### src/include/core_macros.svh
/*
 * Core width parameters.
 * Data path width and register file depth for the RV32I slice.
 */

`ifndef CORE_MACROS_SVH
`define CORE_MACROS_SVH

// Data, address and immediate width.
`define XLEN 32

// Number of architectural integer registers.
`define REG_NUM 32

`endif

### src/core_pkg.sv
/*
 * Core package.
 * Vector types for words, register indices and instructions, and the
 * select encodings passed from decode to execute.
 */

`include "core_macros.svh"

package core_pkg;

    typedef logic [`XLEN-1:0]              word_t;
    typedef logic [$clog2(`REG_NUM)-1:0]   reg_addr_t;
    typedef logic [31:0]                   instr_t;

    // ALU function code, same encoding as funct3.
    typedef logic [2:0] alu_op_t;

    // Memory width and sign, same encoding as funct3.
    typedef logic [2:0] mem_sel_t;

    typedef enum logic [1:0] {
        A_RS1  = 2'd0,
        A_PC   = 2'd1,
        A_ZERO = 2'd2
    } alu_a_sel_t;

    typedef enum logic [1:0] {
        B_RS2  = 2'd0,
        B_IMM  = 2'd1,
        B_FOUR = 2'd2
    } alu_b_sel_t;

    typedef enum logic [2:0] {
        COMP_NONE = 3'd0,
        COMP_EQ   = 3'd1,
        COMP_NE   = 3'd2,
        COMP_LT   = 3'd3,
        COMP_GE   = 3'd4,
        COMP_LTU  = 3'd5,
        COMP_GEU  = 3'd6
    } comp_sel_t;

    localparam alu_op_t ALU_ADD  = 3'b000;
    localparam alu_op_t ALU_SLL  = 3'b001;
    localparam alu_op_t ALU_SLT  = 3'b010;
    localparam alu_op_t ALU_SLTU = 3'b011;
    localparam alu_op_t ALU_XOR  = 3'b100;
    localparam alu_op_t ALU_SR   = 3'b101;
    localparam alu_op_t ALU_OR   = 3'b110;
    localparam alu_op_t ALU_AND  = 3'b111;

endpackage

### src/idu_ex_if.sv
/*
 * Decode to execute bundle.
 * Carries control selects and operand data for one instruction.
 */

`timescale 1ns/100ps

interface idu_ex_if;
    import core_pkg::*;

    logic       valid;
    logic       pc_wr_en;
    logic       pc_wr_sel;
    alu_a_sel_t alu_a_sel;
    alu_b_sel_t alu_b_sel;
    comp_sel_t  alu_comp_sel;
    logic       alu_op_0_sel;
    alu_op_t    alu_op_1_sel;
    logic       dram_wr_en;
    logic       dram_rd_en;
    mem_sel_t   dram_wr_sel;
    mem_sel_t   dram_rd_sel;
    logic       rd_wr_en;
    reg_addr_t  rd_addr;
    word_t      pc;
    word_t      rs1_rd_data;
    word_t      rs2_rd_data;
    word_t      imm_rd_data;

    modport decode (
        output valid, pc_wr_en, pc_wr_sel, alu_a_sel, alu_b_sel, alu_comp_sel,
               alu_op_0_sel, alu_op_1_sel, dram_wr_en, dram_rd_en, dram_wr_sel,
               dram_rd_sel, rd_wr_en, rd_addr, pc, rs1_rd_data, rs2_rd_data,
               imm_rd_data
    );

    modport execute (
        input valid, pc_wr_en, pc_wr_sel, alu_a_sel, alu_b_sel, alu_comp_sel,
              alu_op_0_sel, alu_op_1_sel, dram_wr_en, dram_rd_en, dram_wr_sel,
              dram_rd_sel, rd_wr_en, rd_addr, pc, rs1_rd_data, rs2_rd_data,
              imm_rd_data
    );

endinterface

### src/core_slice_top.sv
/*
 * Decode-to-execute slice of an RV32I core.
 * Connects the decoder, pipeline register, execute stage and register file.
 */

`timescale 1ns/100ps

module core_slice_top (
    input  logic               clk_i,
    input  logic               rst_n_i,
    input  logic               instr_valid_i,
    input  core_pkg::instr_t   instr_i,
    input  core_pkg::word_t    pc_i,
    output logic               result_valid_o,
    output core_pkg::word_t    result_o,
    output logic               pc_wr_en_o,
    output core_pkg::word_t    pc_target_o,
    output logic               dram_wr_en_o,
    output logic               dram_rd_en_o,
    output core_pkg::mem_sel_t dram_wr_sel_o,
    output core_pkg::mem_sel_t dram_rd_sel_o,
    output core_pkg::word_t    dram_addr_o,
    output core_pkg::word_t    dram_wr_data_o
);
    import core_pkg::*;

    reg_addr_t rs1_addr;
    reg_addr_t rs2_addr;
    word_t     rs1_data;
    word_t     rs2_data;
    logic      rf_wr_en;
    reg_addr_t rf_wr_addr;
    word_t     rf_wr_data;

    idu_ex_if id_if ();
    idu_ex_if ex_if ();

    idu_decode u_idu_decode (
        .instr_valid_i (instr_valid_i),
        .instr_i       (instr_i),
        .pc_i          (pc_i),
        .rs1_addr_o    (rs1_addr),
        .rs2_addr_o    (rs2_addr),
        .rs1_data_i    (rs1_data),
        .rs2_data_i    (rs2_data),
        .id_o          (id_if.decode)
    );

    idu_reg u_idu_reg (
        .clk_i   (clk_i),
        .rst_n_i (rst_n_i),
        .id_i    (id_if.execute),
        .ex_o    (ex_if.decode)
    );

    exu_alu u_exu_alu (
        .ex_i           (ex_if.execute),
        .result_valid_o (result_valid_o),
        .result_o       (result_o),
        .pc_wr_en_o     (pc_wr_en_o),
        .pc_target_o    (pc_target_o),
        .dram_wr_en_o   (dram_wr_en_o),
        .dram_rd_en_o   (dram_rd_en_o),
        .dram_wr_sel_o  (dram_wr_sel_o),
        .dram_rd_sel_o  (dram_rd_sel_o),
        .dram_addr_o    (dram_addr_o),
        .dram_wr_data_o (dram_wr_data_o),
        .rf_wr_en_o     (rf_wr_en),
        .rf_wr_addr_o   (rf_wr_addr),
        .rf_wr_data_o   (rf_wr_data)
    );

    reg_file u_reg_file (
        .clk_i      (clk_i),
        .rst_n_i    (rst_n_i),
        .rs1_addr_i (rs1_addr),
        .rs2_addr_i (rs2_addr),
        .rs1_data_o (rs1_data),
        .rs2_data_o (rs2_data),
        .wr_en_i    (rf_wr_en),
        .wr_addr_i  (rf_wr_addr),
        .wr_data_i  (rf_wr_data)
    );

endmodule

### src/exu_alu.sv
/*
 * Execute stage.
 * Operand selection, ALU, branch comparator, jump and branch target,
 * data memory control and register writeback.
 */

`timescale 1ns/100ps

module exu_alu (
    idu_ex_if.execute           ex_i,
    output logic                result_valid_o,
    output core_pkg::word_t     result_o,
    output logic                pc_wr_en_o,
    output core_pkg::word_t     pc_target_o,
    output logic                dram_wr_en_o,
    output logic                dram_rd_en_o,
    output core_pkg::mem_sel_t  dram_wr_sel_o,
    output core_pkg::mem_sel_t  dram_rd_sel_o,
    output core_pkg::word_t     dram_addr_o,
    output core_pkg::word_t     dram_wr_data_o,
    output logic                rf_wr_en_o,
    output core_pkg::reg_addr_t rf_wr_addr_o,
    output core_pkg::word_t     rf_wr_data_o
);
    import core_pkg::*;

    word_t op_a;
    word_t op_b;
    word_t sum;
    word_t alu_result;
    word_t rs1_target;
    logic  cmp_pass;

    always_comb begin
        case (ex_i.alu_a_sel)
            A_RS1:   op_a = ex_i.rs1_rd_data;
            A_PC:    op_a = ex_i.pc;
            default: op_a = '0;
        endcase
        case (ex_i.alu_b_sel)
            B_RS2:   op_b = ex_i.rs2_rd_data;
            B_IMM:   op_b = ex_i.imm_rd_data;
            B_FOUR:  op_b = 4;
            default: op_b = '0;
        endcase
    end

    assign sum = op_a + op_b;

    always_comb begin
        case (ex_i.alu_op_1_sel)
            ALU_ADD:  alu_result = ex_i.alu_op_0_sel ? (op_a - op_b) : sum;
            ALU_SLL:  alu_result = op_a << op_b[4:0];
            ALU_SLT:  alu_result = word_t'($signed(op_a) < $signed(op_b));
            ALU_SLTU: alu_result = word_t'(op_a < op_b);
            ALU_XOR:  alu_result = op_a ^ op_b;
            ALU_SR:   alu_result = ex_i.alu_op_0_sel ? word_t'($signed(op_a) >>> op_b[4:0])
                                                     : (op_a >> op_b[4:0]);
            ALU_OR:   alu_result = op_a | op_b;
            default:  alu_result = op_a & op_b;
        endcase
    end

    // Non-branch PC writes are unconditional.
    always_comb begin
        case (ex_i.alu_comp_sel)
            COMP_EQ:  cmp_pass = (op_a == op_b);
            COMP_NE:  cmp_pass = (op_a != op_b);
            COMP_LT:  cmp_pass = ($signed(op_a) < $signed(op_b));
            COMP_GE:  cmp_pass = ($signed(op_a) >= $signed(op_b));
            COMP_LTU: cmp_pass = (op_a < op_b);
            COMP_GEU: cmp_pass = (op_a >= op_b);
            default:  cmp_pass = 1'b1;
        endcase
    end

    assign rs1_target  = ex_i.rs1_rd_data + ex_i.imm_rd_data;
    assign pc_target_o = ex_i.pc_wr_sel ? {rs1_target[$bits(word_t)-1:1], 1'b0}
                                        : (ex_i.pc + ex_i.imm_rd_data);
    assign pc_wr_en_o  = ex_i.pc_wr_en & cmp_pass;

    assign result_valid_o = ex_i.valid;
    assign result_o       = alu_result;

    assign dram_wr_en_o   = ex_i.dram_wr_en;
    assign dram_rd_en_o   = ex_i.dram_rd_en;
    assign dram_wr_sel_o  = ex_i.dram_wr_sel;
    assign dram_rd_sel_o  = ex_i.dram_rd_sel;
    assign dram_addr_o    = sum;
    assign dram_wr_data_o = ex_i.rs2_rd_data;

    assign rf_wr_en_o   = ex_i.valid & ex_i.rd_wr_en;
    assign rf_wr_addr_o = ex_i.rd_addr;
    assign rf_wr_data_o = alu_result;

endmodule

### src/idu_decode.sv
/*
 * RV32I instruction decoder.
 * Splits the instruction word, builds the immediate and maps the opcode
 * to the PC, ALU, comparator and data memory selects.
 */

`timescale 1ns/100ps

module idu_decode (
    input  logic                instr_valid_i,
    input  core_pkg::instr_t    instr_i,
    input  core_pkg::word_t     pc_i,
    output core_pkg::reg_addr_t rs1_addr_o,
    output core_pkg::reg_addr_t rs2_addr_o,
    input  core_pkg::word_t     rs1_data_i,
    input  core_pkg::word_t     rs2_data_i,
    idu_ex_if.decode            id_o
);
    import core_pkg::*;

    localparam logic [6:0] OPC_LUI    = 7'b0110111;
    localparam logic [6:0] OPC_AUIPC  = 7'b0010111;
    localparam logic [6:0] OPC_JAL    = 7'b1101111;
    localparam logic [6:0] OPC_JALR   = 7'b1100111;
    localparam logic [6:0] OPC_BRANCH = 7'b1100011;
    localparam logic [6:0] OPC_LOAD   = 7'b0000011;
    localparam logic [6:0] OPC_STORE  = 7'b0100011;
    localparam logic [6:0] OPC_OP_IMM = 7'b0010011;
    localparam logic [6:0] OPC_OP     = 7'b0110011;

    logic [6:0] opcode;
    logic [2:0] funct3;

    word_t imm_i;
    word_t imm_s;
    word_t imm_b;
    word_t imm_u;
    word_t imm_j;

    word_t      imm;
    alu_a_sel_t a_sel;
    alu_b_sel_t b_sel;
    comp_sel_t  comp_sel;
    logic       op_0_sel;
    alu_op_t    op_1_sel;
    logic       pc_sel;
    logic       pc_en;
    logic       rd_en;
    logic       mem_rd;
    logic       mem_wr;

    assign opcode = instr_i[6:0];
    assign funct3 = instr_i[14:12];

    assign imm_i = {{20{instr_i[31]}}, instr_i[31:20]};
    assign imm_s = {{20{instr_i[31]}}, instr_i[31:25], instr_i[11:7]};
    assign imm_b = {{19{instr_i[31]}}, instr_i[31], instr_i[7], instr_i[30:25],
                    instr_i[11:8], 1'b0};
    assign imm_u = {instr_i[31:12], 12'b0};
    assign imm_j = {{11{instr_i[31]}}, instr_i[31], instr_i[19:12], instr_i[20],
                    instr_i[30:21], 1'b0};

    always_comb begin
        imm      = '0;
        a_sel    = A_RS1;
        b_sel    = B_RS2;
        comp_sel = COMP_NONE;
        op_0_sel = 1'b0;
        op_1_sel = ALU_ADD;
        pc_sel   = 1'b0;
        pc_en    = 1'b0;
        rd_en    = 1'b0;
        mem_rd   = 1'b0;
        mem_wr   = 1'b0;
        case (opcode)
            OPC_OP: begin
                op_1_sel = funct3;
                op_0_sel = instr_i[30];
                rd_en    = 1'b1;
            end
            OPC_OP_IMM: begin
                b_sel    = B_IMM;
                imm      = imm_i;
                op_1_sel = funct3;
                // Only SRAI uses bit 30, for ADDI it is immediate data.
                op_0_sel = (funct3 == ALU_SR) ? instr_i[30] : 1'b0;
                rd_en    = 1'b1;
            end
            OPC_LUI: begin
                a_sel = A_ZERO;
                b_sel = B_IMM;
                imm   = imm_u;
                rd_en = 1'b1;
            end
            OPC_AUIPC: begin
                a_sel = A_PC;
                b_sel = B_IMM;
                imm   = imm_u;
                rd_en = 1'b1;
            end
            OPC_JAL, OPC_JALR: begin
                a_sel  = A_PC;
                b_sel  = B_FOUR;
                imm    = (opcode == OPC_JAL) ? imm_j : imm_i;
                pc_sel = (opcode == OPC_JALR);
                pc_en  = 1'b1;
                rd_en  = 1'b1;
            end
            OPC_BRANCH: begin
                imm = imm_b;
                case (funct3)
                    3'b000:  comp_sel = COMP_EQ;
                    3'b001:  comp_sel = COMP_NE;
                    3'b100:  comp_sel = COMP_LT;
                    3'b101:  comp_sel = COMP_GE;
                    3'b110:  comp_sel = COMP_LTU;
                    3'b111:  comp_sel = COMP_GEU;
                    default: comp_sel = COMP_NONE;
                endcase
                pc_en = (comp_sel != COMP_NONE);
            end
            OPC_LOAD: begin
                b_sel  = B_IMM;
                imm    = imm_i;
                mem_rd = 1'b1;
            end
            OPC_STORE: begin
                b_sel  = B_IMM;
                imm    = imm_s;
                mem_wr = 1'b1;
            end
            default: begin
            end
        endcase
    end

    assign rs1_addr_o = instr_i[19:15];
    assign rs2_addr_o = instr_i[24:20];

    assign id_o.valid        = instr_valid_i;
    assign id_o.pc_wr_en     = pc_en & instr_valid_i;
    assign id_o.pc_wr_sel    = pc_sel;
    assign id_o.alu_a_sel    = a_sel;
    assign id_o.alu_b_sel    = b_sel;
    assign id_o.alu_comp_sel = comp_sel;
    assign id_o.alu_op_0_sel = op_0_sel;
    assign id_o.alu_op_1_sel = op_1_sel;
    assign id_o.dram_wr_en   = mem_wr & instr_valid_i;
    assign id_o.dram_rd_en   = mem_rd & instr_valid_i;
    assign id_o.dram_wr_sel  = funct3;
    assign id_o.dram_rd_sel  = funct3;
    assign id_o.rd_wr_en     = rd_en & instr_valid_i;
    assign id_o.rd_addr      = instr_i[11:7];
    assign id_o.pc           = pc_i;
    assign id_o.rs1_rd_data  = rs1_data_i;
    assign id_o.rs2_rd_data  = rs2_data_i;
    assign id_o.imm_rd_data  = imm;

endmodule

### src/idu_reg.sv
/*
 * Decode/execute pipeline register.
 * Holds the decoded bundle for one cycle.
 */

`timescale 1ns/100ps

module idu_reg (
    input  logic       clk_i,
    input  logic       rst_n_i,
    idu_ex_if.execute  id_i,
    idu_ex_if.decode   ex_o
);
    import core_pkg::*;

    always_ff @(posedge clk_i or negedge rst_n_i) begin
        if (!rst_n_i) begin
            ex_o.valid        <= 1'b0;
            ex_o.pc_wr_en     <= 1'b0;
            ex_o.pc_wr_sel    <= 1'b0;
            ex_o.alu_a_sel    <= A_RS1;
            ex_o.alu_b_sel    <= B_RS2;
            ex_o.alu_comp_sel <= COMP_NONE;
            ex_o.alu_op_0_sel <= 1'b0;
            ex_o.alu_op_1_sel <= ALU_ADD;
            ex_o.dram_wr_en   <= 1'b0;
            ex_o.dram_rd_en   <= 1'b0;
            ex_o.dram_wr_sel  <= '0;
            ex_o.dram_rd_sel  <= '0;
            ex_o.rd_wr_en     <= 1'b0;
            ex_o.rd_addr      <= '0;
            ex_o.pc           <= '0;
            ex_o.rs1_rd_data  <= '0;
            ex_o.rs2_rd_data  <= '0;
            ex_o.imm_rd_data  <= '0;
        end else begin
            ex_o.valid        <= id_i.valid;
            ex_o.pc_wr_en     <= id_i.pc_wr_en;
            ex_o.pc_wr_sel    <= id_i.pc_wr_sel;
            ex_o.alu_a_sel    <= id_i.alu_a_sel;
            ex_o.alu_b_sel    <= id_i.alu_b_sel;
            ex_o.alu_comp_sel <= id_i.alu_comp_sel;
            ex_o.alu_op_0_sel <= id_i.alu_op_0_sel;
            ex_o.alu_op_1_sel <= id_i.alu_op_1_sel;
            ex_o.dram_wr_en   <= id_i.dram_wr_en;
            ex_o.dram_rd_en   <= id_i.dram_rd_en;
            ex_o.dram_wr_sel  <= id_i.dram_wr_sel;
            ex_o.dram_rd_sel  <= id_i.dram_rd_sel;
            ex_o.rd_wr_en     <= id_i.rd_wr_en;
            ex_o.rd_addr      <= id_i.rd_addr;
            ex_o.pc           <= id_i.pc;
            ex_o.rs1_rd_data  <= id_i.rs1_rd_data;
            ex_o.rs2_rd_data  <= id_i.rs2_rd_data;
            ex_o.imm_rd_data  <= id_i.imm_rd_data;
        end
    end

    // Decode must qualify the PC write with valid.
    a_pc_wr_valid: assert property (@(posedge clk_i) disable iff (!rst_n_i)
        ex_o.pc_wr_en |-> ex_o.valid);

    // An instruction is either a load or a store, never both.
    a_dram_onehot: assert property (@(posedge clk_i) disable iff (!rst_n_i)
        !(ex_o.dram_wr_en && ex_o.dram_rd_en));

endmodule

### src/reg_file.sv
/*
 * Integer register file.
 * Two combinational read ports and one write port with write-to-read
 * bypass. Register x0 is hardwired to zero.
 */

`timescale 1ns/100ps
`include "core_macros.svh"

module reg_file (
    input  logic               clk_i,
    input  logic               rst_n_i,
    input  core_pkg::reg_addr_t rs1_addr_i,
    input  core_pkg::reg_addr_t rs2_addr_i,
    output core_pkg::word_t    rs1_data_o,
    output core_pkg::word_t    rs2_data_o,
    input  logic               wr_en_i,
    input  core_pkg::reg_addr_t wr_addr_i,
    input  core_pkg::word_t    wr_data_i
);
    import core_pkg::*;

    word_t regs [1:`REG_NUM-1];

    function automatic word_t read_port(reg_addr_t addr);
        word_t data;
        if (addr == '0) begin
            data = '0;
        end else if (wr_en_i && (wr_addr_i == addr)) begin
            data = wr_data_i;
        end else begin
            data = regs[addr];
        end
        return data;
    endfunction

    always_ff @(posedge clk_i or negedge rst_n_i) begin
        if (!rst_n_i) begin
            for (int i = 1; i < `REG_NUM; i++) begin
                regs[i] <= '0;
            end
        end else if (wr_en_i && (wr_addr_i != '0)) begin
            regs[wr_addr_i] <= wr_data_i;
        end
    end

    always_comb begin
        rs1_data_o = read_port(rs1_addr_i);
        rs2_data_o = read_port(rs2_addr_i);
    end

    // x0 stays zero on both ports, also while it is the write target.
    a_x0_rs1_zero: assert property (@(posedge clk_i) disable iff (!rst_n_i)
        (rs1_addr_i == '0) |-> (rs1_data_o == '0));

    a_x0_rs2_zero: assert property (@(posedge clk_i) disable iff (!rst_n_i)
        (rs2_addr_i == '0) |-> (rs2_data_o == '0));

endmodule

### config.mk
export PLATFORM = sky130hd
export DESIGN_NAME = core_slice_top
export DESIGN_NICKNAME = d
export VERILOG_FILES = /design/src/core_pkg.sv /design/src/idu_ex_if.sv /design/src/core_slice_top.sv /design/src/exu_alu.sv /design/src/idu_decode.sv /design/src/idu_reg.sv /design/src/reg_file.sv
export VERILOG_INCLUDE_DIRS = /design/src /design/src/include
export SDC_FILE = /design/constraint.sdc
export NUM_CORES = 2
export LEC_CHECK = 0
export BUFFER_PORTS_ARGS = -buffer_cell sky130_fd_sc_hd__buf_2
export CAP_MARGIN = 25
export CORE_MARGIN = 4
export CORE_UTILIZATION = 55
export DETAILED_ROUTE_END_ITERATION = 6
export GPL_TIMING_DRIVEN = 1
export PLACE_DENSITY = 0.79
export SYNTH_ARGS = -nofsm -noshare
export SYNTH_HDL_FRONTEND = slang
export SYNTH_SLANG_ARGS = --single-unit
### constraint.sdc
create_clock -name clk_i -period 5.3 [get_ports clk_i]
set_input_delay 0.53 -clock clk_i [delete_from_list [all_inputs] [get_ports clk_i]]
set_output_delay 0.53 -clock clk_i [all_outputs]
set_load 0.01 [all_outputs]
# Yosys cells after proc, flatten, opt, wreduce, memory -nomap -nowiden
# Index checks and enable logic that the tools add are counted.
[totals] regBits=1145 in_bits=67 wordCells=162
[op_classes] addsub=4 magnitude_cmp=8 eq_ne=33 shift=3 n_mux=35 n_bitwise=12 n_reduce_logical=19
[ops] operator="$bwmux 992" n=1
[ops] operator="$mux 32" n=12
[ops] operator="$bmux 32 s5" n=2
[ops] operator="$pmux 32 s7" n=1
[ops] operator="$demux 32 s5" n=1
[ops] operator="$pmux 32 s5" n=1
[ops] operator="$add 32x32->32" n=3
[ops] operator="$pmux 32 s3" n=1
[ops] operator="$ge 32x32->1" n=2
[ops] operator="$lt 32x32->1" n=2
[ops] operator="$pmux 32 s2" n=1
[ops] operator="$and 32x32->32" n=1
[ops] operator="$eq 32x32->1" n=1
[ops] operator="$ne 32x32->1" n=1
[ops] operator="$or 32x32->32" n=1
[ops] operator="$shl 32x5->32" n=1
[ops] operator="$shr 32x5->32" n=1
[ops] operator="$sshr 32x5->32" n=1
[ops] operator="$sub 32x32->32" n=1
[ops] operator="$xor 32x32->32" n=1
[ops] operator="$eq 3x3->1 const B" n=10
[ops] operator="$eq 7x6->1 const B" n=3
[ops] operator="$eq 7x7->1 const B" n=3
[ops] operator="$mux 20" n=1
[ops] operator="27 further kinds" n=61

# Logic depth before layout (Yosys ltp)
[logic_depth] word_depth=7 ltp_mapped=20

# Hierarchy
# A second synthesis with hierarchy kept.
[unflattened] cells_unflattened=6058 hier_area_um2=73058.8
[by_module_without_submodules] module="reg_file" instances=1 cells_per_inst=3538 area_each_um2=53411.2
[by_module_without_submodules] module="exu_alu" instances=1 cells_per_inst=2143 area_each_um2=14154.8
[by_module_without_submodules] module="idu_reg" instances=1 cells_per_inst=156 area_each_um2=3903.7
[by_module_without_submodules] module="idu_decode" instances=1 cells_per_inst=221 area_each_um2=1589.0

# Worst setup path after synthesis
# No wires, ideal clock.
[synth_path] path_type="register -> output" from="register u_idu_reg.ex_o.alu_b_sel[0]" to="output result_o[25]" arrival_time_ns=4.523 t_required_ns=4.770 setup_slack_ns=0.247 path_stages_with_launch=19 path_buffers=6 path_cell_list="dfrtp_1 -> buf_6 -> buf_2 -> buf_1 -> buf_1 -> mux2i_1 -> or2_2 -> ha_1 -> buf_2 -> inv_1 -> a221oi_1 -> o211ai_1 -> o211a_1 -> or2_1 -> a311oi_1 -> o22ai_1 -> a211oi_4 -> buf_6 -> inv_1"
[synth_between] elab_chain_len=5
[synth_rtl] item="from (decl)" line_no="idu_ex_if.sv:31" text="output valid, pc_wr_en, pc_wr_sel, alu_a_sel, alu_b_sel, alu_comp_sel,"
[synth_rtl] item="$eq 2x2->1, or another cell as far along" line_no="exu_alu.sv:40" text="case (ex_i.alu_b_sel)"
[synth_rtl] item="$pmux 32 s3 *" line_no="exu_alu.sv:40"
[synth_rtl] item="$add 32x32->32, or another cell as far along" line_no="exu_alu.sv:48" text="assign sum = op_a + op_b;"
[synth_rtl] item="$mux 32, on equally long branches" line_no="exu_alu.sv:52, exu_alu.sv:57"
[synth_rtl] item="$pmux 32 s7 *" line_no="exu_alu.sv:51" text="case (ex_i.alu_op_1_sel)"
[synth_rtl] item="to (decl)" line_no="core_slice_top.sv:15" text="output core_pkg::word_t result_o,"
# Every way passes the cells marked *; elsewhere a longest branch is shown, timed or not.

# Worst setup path in the final report
[layout_path] from="register u_idu_reg.ex_o.alu_a_sel[0]" to="output result_o[25]"
[layout_between] elab_chain_len=5
[layout_rtl] item="from (decl)" line_no="idu_ex_if.sv:31"
[layout_rtl] item="$eq 2x1->1 or $logic_not 2->1 (tied branches)" line_no="exu_alu.sv:35" text="case (ex_i.alu_a_sel)"
[layout_rtl] item="$pmux 32 s2 *" line_no="exu_alu.sv:35"
[layout_rtl] item="$add 32x32->32, or another cell as far along" line_no="exu_alu.sv:48"
[layout_rtl] item="$mux 32, on equally long branches" line_no="exu_alu.sv:52, exu_alu.sv:57"
[layout_rtl] item="$pmux 32 s7 *" line_no="exu_alu.sv:51"
# Marks and branches as above.

==> reports/results.ini <==
[clock_tree]
htree_levels = 3
cts.clk_slew.worst_paths_ns = 0.08
clock_latency_ns = 0.81
clock_path_buffers = 3
cts_tree = yes
cts_made_buffers = 117
cts_root_buf = clkbuf_16
numClockSinks = 1145

[setup_path]
cp.arrival_ns = 4.84
r2r_slack_ns = 0.64
crit_type = reg -> out
r2r-start = u_idu_reg.ex_o.alu_a_sel[0]
worstReg2RegEnd = u_idu_reg.ex_o.rs1_rd_data[25]
worstSetupEndpointType = output port
start_kind = flop
reg2reg_depth = 16
critPathMaxFanout = 8
required_ns = 4.77

[hold_path]
hold_start = instr_i[28]
holdPathEnd = u_idu_reg.ex_o.imm_rd_data[28]
hold_class = in -> reg
min_path_cells = 2

[place]
dp.cells = 7908
gp_congestion = 1.13
dpl.hpwl_mm = 187
place_ws_ns = -0.0364
portBuffers = 204

[yosys]
syn_nets = 6544
synth_area_mm2 = 0.0702
synth_edf_count = 0
synthCells = 6315
ys_types = 105
ys_ff_latch = 1145
synth.avg_cell_area_um2 = 11.1
synth.yosys.seq_area_share = 0.408
synthArstFlopShare = 1.00
ys.flop_type = dfrtp_1
synth-warning-count = 0

[drt]
vias_per_cell = 7.25
drt_iter0_markers = 8671
wl_mm = 282
drc = 15
wl_per_cell_um = 34.2
vias = 59800
dr.pass1.iters = 7
ant_nets = 0

[floorplanning]
die_area_mm2 = 0.133
num_rows = 130
initial_core_util = 0.556
die_h_um = 365
pin_count = 205
dieWidth_um = 365
coreArea_mm2 = 0.126

[final_layout]
drive_above_1_share = 0.314
stdcell_count = 8244
final_util = 0.636
most-common-layout-cells = 1135 x dfrtp_1, 852 x nand2_1, 757 x o21ai_0, 606 x mux4_2, 356 x mux2_2
seq_area_mm2 = 0.0287
final_common_cell = dfrtp_1
multi_input_area_mm2 = 0.0400
fillers = 9299
final_nets = 6712
synthToLayoutAreaGrowth_pct = 14.4

[outcome]
status = finished with violations
violations = DRC, setup timing

[sta]
finalClockSkew_ns = 0.0857
rsz0062_at_grt = true
finalWorstSetupSlack_ns = -0.0678
maxSlewHeadroom = 0.214
setup_violations = 7
hold_violations = 0
fin_crit_sh = 1.01
hold_slack_ns = 0.0477
tightestPinTransition_ns = 1.17
max_freq_ghz = 0.186
fin_crit_ns = 5.37
drv_slew = 0

[grt]
grt_pass1_vias = 59600
grt.total_usage = 0.422
grt_remaining_overflow = 0
grt_pass1_wl_mm = 408
grt_max_degree = 169
antenna_found_initial = 15

[power]
p_leak_nw = 35.8
power_density_mw_per_mm2 = 236
vdd_drop_max_mv = 0.293

[run]
cap_violations = 0

[metal layers]
layer / GRT usage / part of all wire / up-vias / wire length (µm)
met2: 0.609 / 0.43 / 5063 / 120000
met3: 0.147 / 0.14 / 1455 / 38200
li1: - / - / 23700 / -
met4: 0.324 / 0.097 / 6 / 27300
met1: 0.522 / 0.34 / 29500 / 96300
met5: 0 / 0.00015 / - / 43
[sequential cells by signal, summed over array words and instances, names as in the netlist, 2 cells and up]
| register | flops |
|---|---|
| u_idu_reg.ex_o.dram_wr_sel | 3 |
| u_idu_reg.ex_o.alu_a_sel | 2 |
| u_idu_reg.ex_o.pc | 32 |
| u_idu_reg.ex_o.rs1_rd_data | 32 |
| u_idu_reg.ex_o.alu_b_sel | 2 |
| u_idu_reg.ex_o.rd_addr | 5 |
| u_idu_reg.ex_o.alu_comp_sel | 3 |
| u_idu_reg.ex_o.alu_op_1_sel | 3 |
| u_idu_reg.ex_o.imm_rd_data | 32 |
| u_reg_file.regs | 992 |
| u_idu_reg.ex_o.rs2_rd_data | 32 |
[power by group]
part	internal, mW	total, mW	switching (mW)
sequential	8.77	8.83	0.0578
clock	4.99	8.71	3.72
combinational	0.483	1.43	0.945
total	14.2	19.0	4.72
[per-stage QoR]
stage	setup TNS [ns]	cell area, µm²	power [mW]
finish	-0.346	80300	19.0
floorplan	0	70200	9.67
global placement	-0.0246	73900	10.3
detailed placement	-0.0364	74000	10.3
CTS	-1.38	79400	18.9
global route	-1.37	80300	19.4
[final cells by class]
type,instances,area share
Antenna cell,14,0.000436
Multi-Input combinational cell,4461,0.498
Tap cell,1650,0.0257
Inverter,139,0.00688
Clock inverter,46,0.00766
Clock buffer,170,0.0428
Timing Repair Buffer,619,0.0615
Sequential cell,1145,0.357
[worst max-delay path by stage]
stage | startpoint | endpoint | slack (ns) | cells past startpoint
3_5_place_dp | u_idu_reg.ex_o.alu_a_sel[0] | result_o[25] | -0.04 | 16
4_1_cts | u_idu_reg.ex_o.alu_a_sel[0] | result_o[25] | -0.19 | 16
2_1_floorplan | u_idu_reg.ex_o.alu_b_sel[0] | result_o[25] | 0.25 | 18
5_1_grt | u_idu_reg.ex_o.alu_a_sel[0] | result_o[25] | -0.15 | 17
6_report | u_idu_reg.ex_o.alu_a_sel[0] | result_o[25] | -0.07 | 17
3_3_place_gp | u_idu_reg.ex_o.alu_a_sel[0] | result_o[25] | -0.02 | 16
[cell families (layout without fill, tap and decap cells)]
family          count (synthesis)  after routing  share of synthesized area
xor+xnor                      106            106                     0.0132
flops                        1145           1145                      0.408
mux                          1176           1176                      0.283
buf+inv                       709            974                     0.0415
other cells                     0             14                          0
fa+ha+maj                     162            162                     0.0293
simple gates                 1439           1439                     0.0872
compound gates               1578           1578                      0.138
[cell usage after synthesis (69+ instances only)]
library cell	n	share of area
a21o_1	95	0.010
a21oi_1	186	0.013
a22o_1	69	0.0086
buf_1	73	0.0039
buf_2	75	0.0053
clkbuf_1	391	0.021
dfrtp_1	1145	0.41
ha_1	158	0.028
inv_1	135	0.0072
mux2_2	356	0.057
mux2i_1	208	0.030
mux4_2	606	0.19
nand2_1	884	0.047
nor2_1	255	0.014
o21ai_0	766	0.055
[repair_timing]
item | CTS | global route
endpoints found under the setup margin | 34 | 29
pin swaps | 28 | 58
cloned | 1 | 0
resized for setup | 155 | 140
hold endpoints to repair | 119 | 0
hold buffers | 40 | 0
setup buffers | 30 | 35
[critical path, cell delays in order (launching register included)]
cell	delay (ns)
dfrtp_2	0.48
buf_12	0.19
buf_8	0.16
mux2i_1	0.20
nor2_1	0.09
ha_1	0.36
nor2b_1	0.17
a221oi_1	0.27
o211ai_1	0.18
o211a_4	0.32
buf_6	0.12
or2_4	0.24
a311oi_4	0.27
o22ai_2	0.14
a211oi_4	0.53
buf_6	0.19
inv_4	0.04
buf_6	0.11
Power figures use the tool's default switching activity.
